### src/logic/access_delay_timer.sv
// access delay timer
`default_nettype none

module access_delay_timer #(
   parameter int delay = 4
) (
   input  wire  clk,
   input  wire  reset,
   input  wire  req,
   output logic ready
);

   // wide enough to hold delay itself
   localparam int count_bits = (delay < 1) ? 1 : $clog2(delay + 1);

   logic [count_bits-1:0] count;

   ////////////////////////////////////////
   // held-request counter
   ////////////////////////////////////////

   // counts cycles of a held request, sticks at delay
   always_ff @(posedge clk) begin
      if (reset) begin
         count <= '0;
      end else if (!req) begin
         // released request starts over
         count <= '0;
      end else if (count != count_bits'(delay)) begin
         count <= count + 1'b1;
      end
   end

   // ready once the full delay has passed
   assign ready = (count == count_bits'(delay));

   // ready only ever follows a request
   a_ready_after_req : assert property (@(posedge clk) disable iff (reset)
      ready |-> $past(req));

endmodule

`default_nettype wire

### config.mk
export PLATFORM = sky130hd
export DESIGN_NAME = access_delay_timer
export DESIGN_NICKNAME = d
export VERILOG_FILES = /design/src/logic/access_delay_timer.sv
export SDC_FILE = /design/constraint.sdc
export NUM_CORES = 1
export LEC_CHECK = 0
export ABC_AREA = 1
export BUFFER_PORTS_ARGS = -buffer_cell sky130_fd_sc_hd__clkbuf_2
export CORE_AREA = 2 2 39 41
export CTS_CLUSTER_SIZE = 20
export DETAILED_ROUTE_END_ITERATION = 10
export DIE_AREA = 0 0 41 43
export PLACE_DENSITY = 0.41
export REMOVE_ABC_BUFFERS = 1
export SYNTH_ARGS = -nofsm -noshare
export SYNTH_HDL_FRONTEND = slang
export SYNTH_SLANG_ARGS = --single-unit
### constraint.sdc
create_clock -name clk -period 1.1 [get_ports clk]
set_input_delay 0.11 -clock clk [delete_from_list [all_inputs] [get_ports clk]]
set_output_delay 0.11 -clock clk [all_outputs]
set_load 0.02 [all_outputs]
==> results.ini <==
[yosys]
yosys-top-cells-count=6 x nand2_1, 4 x nor2_1, 3 x dfxtp_1, 3 x inv_1, 3 x inv_2
synth_area_leaders=dfxtp_1 31%, ha_1 13%, nand2_1 12%
synth_top_area_cell=dfxtp_1
ys_warn_count=0
syn_area_um2=194
synthCells=27
synth_ff_type=dfxtp_1
synth.most_common_cell=nand2_1
syn_avg_cell_area_um2=7.18
yosysUniqueCellTypes=11
synth_top_area_share_pct=31.0
synth_seq_area_share_pct=31.0
synth_edf_count=0
ys_ff_latch=3
synthArstFlopShare_pct=0

[setup_path]
arrival_ps=1020
rrSetupSlack_ps=20
crit_slowest_cell=dfxtp_2
startpoint_type=register
crit_path_end_kind=output pin
cp_slowest_stage_delay_ps=340
worstSetupStartpoint=count[0]
r2r_cells=8
worstReg2RegEnd=count[1]
path_class=reg -> out
cp_data_required_time_ps=990
worstPathCellList=clkinv_4 > ha_4 > nand2_4 > inv_4 > buf_8
worstPathMaxFanout=2
crit-reg2reg-launch=count[0]
crit_path_end=ready

[route]
wl_um=347
drtIter0Drc=0
dr.pass1.iters=1
drtAntennaViolNets=0
viasPerCell=3.27
wire_per_inst_um=6.31
vias=180
drc=0

[global_routing]
grt_pass1_vias=180
gr-total-overflow=0
antenna_found_initial=0
grt_max_degree=5
grt_pass1_wl_um=565
grtUsageTotal_pct=4.81

[floorplan]
dieArea_mm2=0.00176
rows=14
ios=4
die_height_um=43
core-area_mm2=0.00138
die_x_um=41
initial_core_util_pct=14.0

[layout]
n_fill_cell=151
register_area_um2=62.6
top_register=count
antenna_cells=0
drive_above_1_share_pct=59.0
design_area_um2=329
multi_input_area_um2=124
largest_reg_flops=3
largest_registers=count (3)
num-nets-final=45
area_growth_pct=69.7

[power_and_ir_drop]
leakage_nw=0.168
cellPowerDensity_mw_per_mm2=1070
power_uw=353
irDropWorstVdd_mv=0.501

[timing]
min_period_ps=1130
fin_ws_ps=-29.4
worstMarginPinSlew_ps=179
finalSetupTns_ps=-29.4
slew_headroom_pct=88.0
rsz0062_at_grt=yes
holdWs_ps=198
finalSetupViolations=1
hold_violations=0
drv_slew=0
period_share_pct=103
skew_ps=2.25
fmax_mhz=885

[cts]
clock-sinks=3
insertion_delay_ps=230
clockBufferDepth=2
postCtsHoldBufs=0
htree_num_levels=1
cts_tree=yes
cts_root_buf=clkbuf_4
cts.clk_slew.worst_paths_ps=30
cts_buffers=3

[placed_design]
hpwl_um=255
pre_cts_slack_ps=67.4
gp_congestion=0.634
postPlaceCellArea_um2=236
io_buffers=3

[run_status]
status=finished, violations left
violations=setup timing

[hold_path]
holdCritPathClass=in -> reg

[run]
drv_cap=0

-- logic make-up (layout without fill, tap and decap cells) --
family	Yosys count	after routing	synth area share (%)
simple gates	15	15	41.9
buf+inv	7	19	14.2
flops	3	3	31.0
fa+ha+maj	2	2	12.9
-- power breakdown --
group / switching [mW] / internal [mW]
Clock: 0.0498 / 0.135
Sequential: 0.00382 / 0.114
Combinational: 0.0240 / 0.0257
-- critical path, delay by kind of cell, from the launching register on --
kind                       cells  cell delay, ps
DFF                            1             340
and+or+nand+nor                1              70
adders and majority gates      1             160
buffers and inverters          3             220
-- placed cells by master (no fill, tap or decap), drive strengths merged --
cell type	synthesis	layout
nand2	7	7
nor2	7	7
buf	0	6
inv	6	6
clkbuf	0	6
dfxtp	3	3
ha	2	2
clkinv	1	1
nand3	1	1
-- final cells by class --
class	instances	share of cell area [%]
well taps	16	6.08
inverters	7	10.3
repair buffers	8	19.0
flip-flops and latches	3	19.0
multi-input cells	17	37.6
clock buffers	4	7.98
-- worst min path at each step --
stage	slack, ps	to	cells past startpoint	start
after CTS	190	count[1]	4	reset
after floorplan	250	count[2]	3	reset
final	200	count[1]	4	reset
after global routing	210	count[2]	4	reset
after global placement	430	count[2]	4	reset
after detailed placement	440	count[2]	4	reset
-- per-stage QoR --
step | instances | utilization (%)
CTS | 53 | 22.4
global route | 55 | 23.8
global placement | 47 | 17.1
floorplan | 27 | -
detailed placement | 47 | 17.1
finish | 55 | 23.8
-- timing repair --
| action | CTS | global route |
|---|---|---|
| buffers inserted | 2 | 2 |
| gates resized for setup | 9 | 2 |
| pin swaps | 1 | 1 |
| setup endpoints to repair | 1 | 1 |
-- layer usage --
metal,routed length [um],GRT usage (%)
met1,114,3.85
met2,225,8.44
met3,7,0
met4,0,6.00
met5,0,0
Power figures use the tool's default switching activity.
