## src/logic/ram_ctrl_pkg.sv

```systemverilog
// ram controller state and region rules
`default_nettype none

package ram_ctrl_pkg;

   ////////////////////////////////////////
   // requester state bit positions
   ////////////////////////////////////////

   typedef enum int unsigned {
      idle       = 0,
      read       = 1,
      read_busy  = 2,
      read_wait  = 3,
      write      = 4,
      write_busy = 5,
      write_wait = 6
   } sd_state_index;

   // one bit per state
   typedef logic [6:0] sd_state_t;

   // one-hot codes, each built from its bit position
   localparam sd_state_t state_idle       = sd_state_t'(1) << idle;
   localparam sd_state_t state_read       = sd_state_t'(1) << read;
   localparam sd_state_t state_read_busy  = sd_state_t'(1) << read_busy;
   localparam sd_state_t state_read_wait  = sd_state_t'(1) << read_wait;
   localparam sd_state_t state_write      = sd_state_t'(1) << write;
   localparam sd_state_t state_write_busy = sd_state_t'(1) << write_busy;
   localparam sd_state_t state_write_wait = sd_state_t'(1) << write_wait;

   ////////////////////////////////////////
   // region rule
   ////////////////////////////////////////

   localparam int region_width = 5;

   // returned for any read outside region zero
   localparam logic [31:0] out_of_range_word = 32'hffff_ffff;

   // only region zero is backed by memory
   function automatic logic region_in_range(input logic [region_width-1:0] region);
      return region == '0;
   endfunction

endpackage

`default_nettype wire

```

## src/logic/mem_app_pkg.sv

```systemverilog
// memory application interface definitions
`default_nettype none

package mem_app_pkg;

   ////////////////////////////////////////
   // command encoding
   ////////////////////////////////////////

   typedef logic [2:0] app_cmd_t;

   localparam app_cmd_t cmd_write = 3'b000;
   localparam app_cmd_t cmd_read  = 3'b001;

   ////////////////////////////////////////
   // widths
   ////////////////////////////////////////

   localparam int sdram_addr_width = 22;
   localparam int offset_width     = 17;
   localparam int data_width       = 32;

   // region sits above the offset
   localparam int addr_region_width = sdram_addr_width - offset_width;

   ////////////////////////////////////////
   // cpu word address, two views
   ////////////////////////////////////////

   // flat index as the cpu sees it, or region plus offset for decode
   typedef union packed {
      logic [sdram_addr_width-1:0] flat;
      struct packed {
         logic [addr_region_width-1:0] region;
         logic [offset_width-1:0]      offset;
      } fields;
   } sdram_addr_u;

endpackage

`default_nettype wire

```

## src/logic/sdram_sequencer.sv

```systemverilog
// main memory request sequencer
`default_nettype none

module sdram_sequencer (
   input  wire                                  clk,
   input  wire                                  reset,
   // cpu side
   input  wire                                  sdram_req,
   input  wire                                  sdram_write,
   input  mem_app_pkg::sdram_addr_u             sdram_addr,
   output logic [mem_app_pkg::data_width-1:0]   sdram_data_out,
   output logic                                 sdram_ready,
   output logic                                 sdram_done,
   // memory side
   input  wire                                  app_rdy,
   output logic                                 app_en,
   output mem_app_pkg::app_cmd_t                app_cmd,
   output logic [mem_app_pkg::offset_width-1:0] app_addr,
   output logic                                 app_wdf_wren,
   input  wire  [mem_app_pkg::data_width-1:0]   app_rd_data,
   input  wire                                  app_rd_valid
);

   ram_ctrl_pkg::sd_state_t state;
   ram_ctrl_pkg::sd_state_t state_next;
   logic                    in_range;
   logic                    issue_write;

   // region decode from the field view
   assign in_range = ram_ctrl_pkg::region_in_range(sdram_addr.fields.region);

   ////////////////////////////////////////
   // state register
   ////////////////////////////////////////

   always_ff @(posedge clk) begin
      if (reset) begin
         state <= ram_ctrl_pkg::state_idle;
      end else begin
         state <= state_next;
      end
   end

   // read wins if the cpu ever raised both
   always_comb begin
      state_next = state;
      if (state[ram_ctrl_pkg::idle] && sdram_req) begin
         state_next = ram_ctrl_pkg::state_read;
      end else if (state[ram_ctrl_pkg::idle] && sdram_write) begin
         state_next = ram_ctrl_pkg::state_write;
      end else if (state[ram_ctrl_pkg::read] && app_rdy) begin
         state_next = ram_ctrl_pkg::state_read_busy;
      end else if (state[ram_ctrl_pkg::read_busy] && app_rd_valid) begin
         state_next = ram_ctrl_pkg::state_read_wait;
      end else if (state[ram_ctrl_pkg::read_wait] && !sdram_req) begin
         state_next = ram_ctrl_pkg::state_idle;
      end else if (state[ram_ctrl_pkg::write] && (app_rdy || !in_range)) begin
         // dropped writes skip the memory but still move on
         state_next = ram_ctrl_pkg::state_write_busy;
      end else if (state[ram_ctrl_pkg::write_busy]) begin
         state_next = ram_ctrl_pkg::state_write_wait;
      end else if (state[ram_ctrl_pkg::write_wait] && !sdram_write) begin
         state_next = ram_ctrl_pkg::state_idle;
      end
   end

   ////////////////////////////////////////
   // memory interface strobes
   ////////////////////////////////////////

   // write data travels with the write command
   assign issue_write  = state[ram_ctrl_pkg::write] && app_rdy && in_range;
   assign app_wdf_wren = issue_write;
   assign app_en       = (state[ram_ctrl_pkg::read] && app_rdy) || issue_write;
   assign app_cmd      = state[ram_ctrl_pkg::write] ? mem_app_pkg::cmd_write
                                                    : mem_app_pkg::cmd_read;
   // memory only sees the offset
   assign app_addr     = sdram_addr.fields.offset;

   // read result, replaced outside region zero
   always_ff @(posedge clk) begin
      if (reset) begin
         sdram_data_out <= '0;
      end else if (state[ram_ctrl_pkg::read_busy] && app_rd_valid) begin
         sdram_data_out <= in_range ? app_rd_data : ram_ctrl_pkg::out_of_range_word;
      end
   end

   // answers held in the wait states
   assign sdram_ready = state[ram_ctrl_pkg::read_wait];
   assign sdram_done  = state[ram_ctrl_pkg::write_wait];

   // exactly one state bit at any time
   a_state_onehot : assert property (@(posedge clk) disable iff (reset)
      $onehot(state));

   // read data only comes back while a read is in flight
   a_valid_when_busy : assert property (@(posedge clk) disable iff (reset)
      app_rd_valid |-> state[ram_ctrl_pkg::read_busy]);

endmodule

`default_nettype wire

```

## config.mk

```make
export PLATFORM = sky130hd
export DESIGN_NAME = sdram_sequencer
export DESIGN_NICKNAME = d
export VERILOG_FILES = /design/src/logic/ram_ctrl_pkg.sv /design/src/logic/mem_app_pkg.sv /design/src/logic/sdram_sequencer.sv
export SDC_FILE = /design/constraint.sdc
export NUM_CORES = 1
export LEC_CHECK = 0
export BUFFER_PORTS_ARGS = -buffer_cell sky130_fd_sc_hd__buf_4
export CORE_MARGIN = 2
export CORE_UTILIZATION = 41
export CTS_CLUSTER_DIAMETER = 100
export DETAILED_ROUTE_END_ITERATION = 6
export HOLD_SLACK_MARGIN = 0.15
export PLACE_DENSITY = 0.79
export SYNTH_ARGS = -nofsm -noshare
export SYNTH_HDL_FRONTEND = slang
export SYNTH_SLANG_ARGS = --single-unit
```

## constraint.sdc

```tcl
create_clock -name clk -period 2.1 [get_ports clk]
set_input_delay 0.315 -clock clk [delete_from_list [all_inputs] [get_ports clk]]
set_output_delay 0.315 -clock clk [all_outputs]
set_load 0.05 [all_outputs]
```

==> out/metrics.csv <==
metric,value,unit
outcome,completed,
number of sinks handled by clock tree synthesis,39,
row count,23,
startpoint type of the worst setup path,input port,
dominant cell by count in the synthesized netlist,sky130_fd_sc_hd__nor3_1,
worst-skew pair later-pin latency,0.28,ns
port bufs,79,
ordered list of cells on the worst path,"buf_4, or2_1, or4_1, nor2_1, o21a_2, buf_4",
DRC viols,0,
synthesis-stage register bit count,39,
share of total power in the clock network,33.2,%
number of violations of the max-capacitance limit,0,
data required time of the worst path,1.78,ns
share of async-settable or async-resettable flops after synthesis,0,%
post-CTS setup buffer count,0,
post-route clock period utilization,89.8,%
VDD IR-drop max,0.444,mV
Setup Total Neg Slack,0,ns
worst setup slack after layout,0.214,ns
number of nets in the layout,326,
cell with the largest stage delay on the worst path,sky130_fd_sc_hd__or4_1,
Final Hold Fails,0,
Finish-stage setup viols,0,
ant diodes,0,
share of total power in sequential cells,53.4,%
Routed WL per cell,13.2,µm
"CTS clk-pin slew, worst paths",0.07,ns
library cell occupying the most area in the post-synthesis netlist,sky130_fd_sc_hd__dfxtp_1,
share of post-route cells with drive strength above 1,36.0,%
CTS tree,built,
total of fill cells in the finished design,386,
boundary pin count,116,
Placeable Area,4000,µm²
grt total ovfl,0,
DPL Wire Length,2880,µm
GRT Resource Usage Total,18.4,%
type of the setup path with the least slack,input port to output port,
prevailing post-synth register cell,sky130_fd_sc_hd__dfxtp_1,
"EDFF count, synth",0,
overall via count from detail_route,1629,
dominant combinational cell family by area after synthesis,simple AND/OR/NAND/NOR gates,
pwr/cell area,631,nW/µm²
starting density of the core,42.4,%
"wirelength, routed",4190,µm
violation count after the first detailed-route iteration,123,
final clock skew,0.00510,ns
switching portion of total power,25.0,%
simple logic cell fraction of the synthesized area,35.7,%
floorplan die area,4670,µm²
final weighted congestion of routability-driven global placement,0.847,
number of buffers created by CTS,5,
Lkg Pwr,0.938,nW
multiplexer fraction of the synthesized cell area,0.590,%
cell family with the largest share of critical-path delay,simple AND/OR/NAND/NOR gates,
most numerous cell on the critical path,sky130_fd_sc_hd__buf_4,
top-area cell type share of the netlist area,46.0,%
Area Overhead vs Synth,33.3,%
type of element capturing the critical path,output port,
largest fanout on the critical path,3,
Clock Tree Root,sky130_fd_sc_hd__clkbuf_8,
XOR/XNOR Fraction of Synth Area,0,%
synthesized area per cell,8.09,µm²
P_int,0.00107,W
final worst path period need,1.89,ns
vias in the first global route,1490,
Resized cells post-CTS,0,
max incr delay on CP,0.46,ns
worst path buffer plus inverter count,2,
Highest Clock Rate,530,MHz
flop-to-flop setup slack,0.73,ns
Synth Cell Area,1700,µm²
"antenna viol nets, final",0,
Max Slew Vio Count,0,
buffer levels on the longest clock path,2,
first-pass GRT wire length,6420,µm
cell types with the largest area share after synthesis,"sky130_fd_sc_hd__dfxtp_1, sky130_fd_sc_hd__nor3_1, sky130_fd_sc_hd__buf_4, sky130_fd_sc_hd__nor2_1, sky130_fd_sc_hd__clkbuf_1",
Crit path arrival time,1.57,ns
switching power,0.000357,W
antenna violations before repair,0,
class of the worst hold path,input port to flip-flop,
die span in x,68.4,µm
Post-synth top cells,"sky130_fd_sc_hd__nor3_1, sky130_fd_sc_hd__dfxtp_1, sky130_fd_sc_hd__nor2_1",
# H-tree levels,2,
"arithmetic-cell share of the synthesized area counting full adders, half adders and majority gates",0,%
hold_buf cts,0,
Synth Warn #,0,
ratio of routed vias to standard cells,5.14,
Compound-Gate Fraction of Synth Area,5.38,%
largest net degree at the start of global routing,37,
power share of the combinational group,13.4,%
proportion of synthesized chip area in sequential cells,46.0,%
Pre-antenna DRT Iters,4,
number of distinct standard cells referenced by the synthesized netlist,31,
setup repair after global routing missed its margin,no,
Syn Inst Count,210,
dpl ws,0.198,ns
chip height,68.4,µm
==> stage by stage <==
stage	area, µm²	utilization (%)	power, W	hold slack (ns)	std cells
6_report	2260	56.6	0.00143	0.325	317
3_5_place_dp	2180	54.6	0.000972	0.480	309
2_1_floorplan	1700	-	0.000969	0.448	211
5_1_grt	2260	56.6	0.00150	0.320	317
3_3_place_gp	2180	54.6	0.000970	0.479	309
4_1_cts	2260	56.6	0.00145	0.314	317
==> worst min-delay path: cells and delay by family <==
| kind | cells | cell delay (ns) |
|---|---|---|
| AND/OR/NAND/NOR | 1 | 0.08 |
| AO/OA/AOI/OAI | 1 | 0.06 |
| buffers and inverters | 1 | 0.12 |
==> area by class of cell <==
| class | count | area, µm² | share of cell area, % |
|---|---|---|---|
| clock buffer | 7 | 76.3 | 3.37 |
| clock inverter | 1 | 5.00 | 0.221 |
| inverter | 2 | 7.51 | 0.332 |
| multi-input combinational | 136 | 716 | 31.6 |
| sequential | 39 | 781 | 34.5 |
| tap | 50 | 62.6 | 2.76 |
| timing repair buffer | 82 | 616 | 27.2 |
==> registers in the layout (all words and copies together), names as in the netlist <==
name            flops
sdram_data_out     32
state               7
==> worst paths after layout <==
check	from	to	depth (start not counted)
hold reg to reg	sdram_data_out[26]	sdram_data_out[26]	2
setup / recovery	sdram_addr[18]	app_en	6
hold / removal	sdram_req	state[1]	3
setup reg to reg	state[0]	state[0]	4
==> cells by family after synthesis <==
family,Yosys count
compound gates,10
buf+inv,36
flops,39
mux,1
other cells,1
simple gates,123
==> power by group through the flow <==
stage | combinational [W] | clock (W) | sequential (W)
finish | 0.000192 | 0.000474 | 0.000763
global route | 0.000205 | 0.000530 | 0.000764
CTS | 0.000193 | 0.000497 | 0.000763
detailed placement | 0.000192 | 0 | 0.000780
global placement | 0.000190 | 0 | 0.000780
floorplan | 0.000159 | 0 | 0.000810
==> cells in the final DEF, fill, tap and decap left out, types with 5 or more instances in the layout <==
cell type,instances
sky130_fd_sc_hd__nor2_1,35
sky130_fd_sc_hd__dfxtp_1,39
sky130_fd_sc_hd__nand2_1,5
sky130_fd_sc_hd__buf_4,82
sky130_fd_sc_hd__clkbuf_8,5
sky130_fd_sc_hd__nor3_1,64
==> layer usage <==
metal	share of wire [%]	track usage, %
met5	0	0
met4	0.50	6.25
met3	7.4	6.09
met2	51	31.9
met1	41	21.1
(Power assumes the default switching activity.)
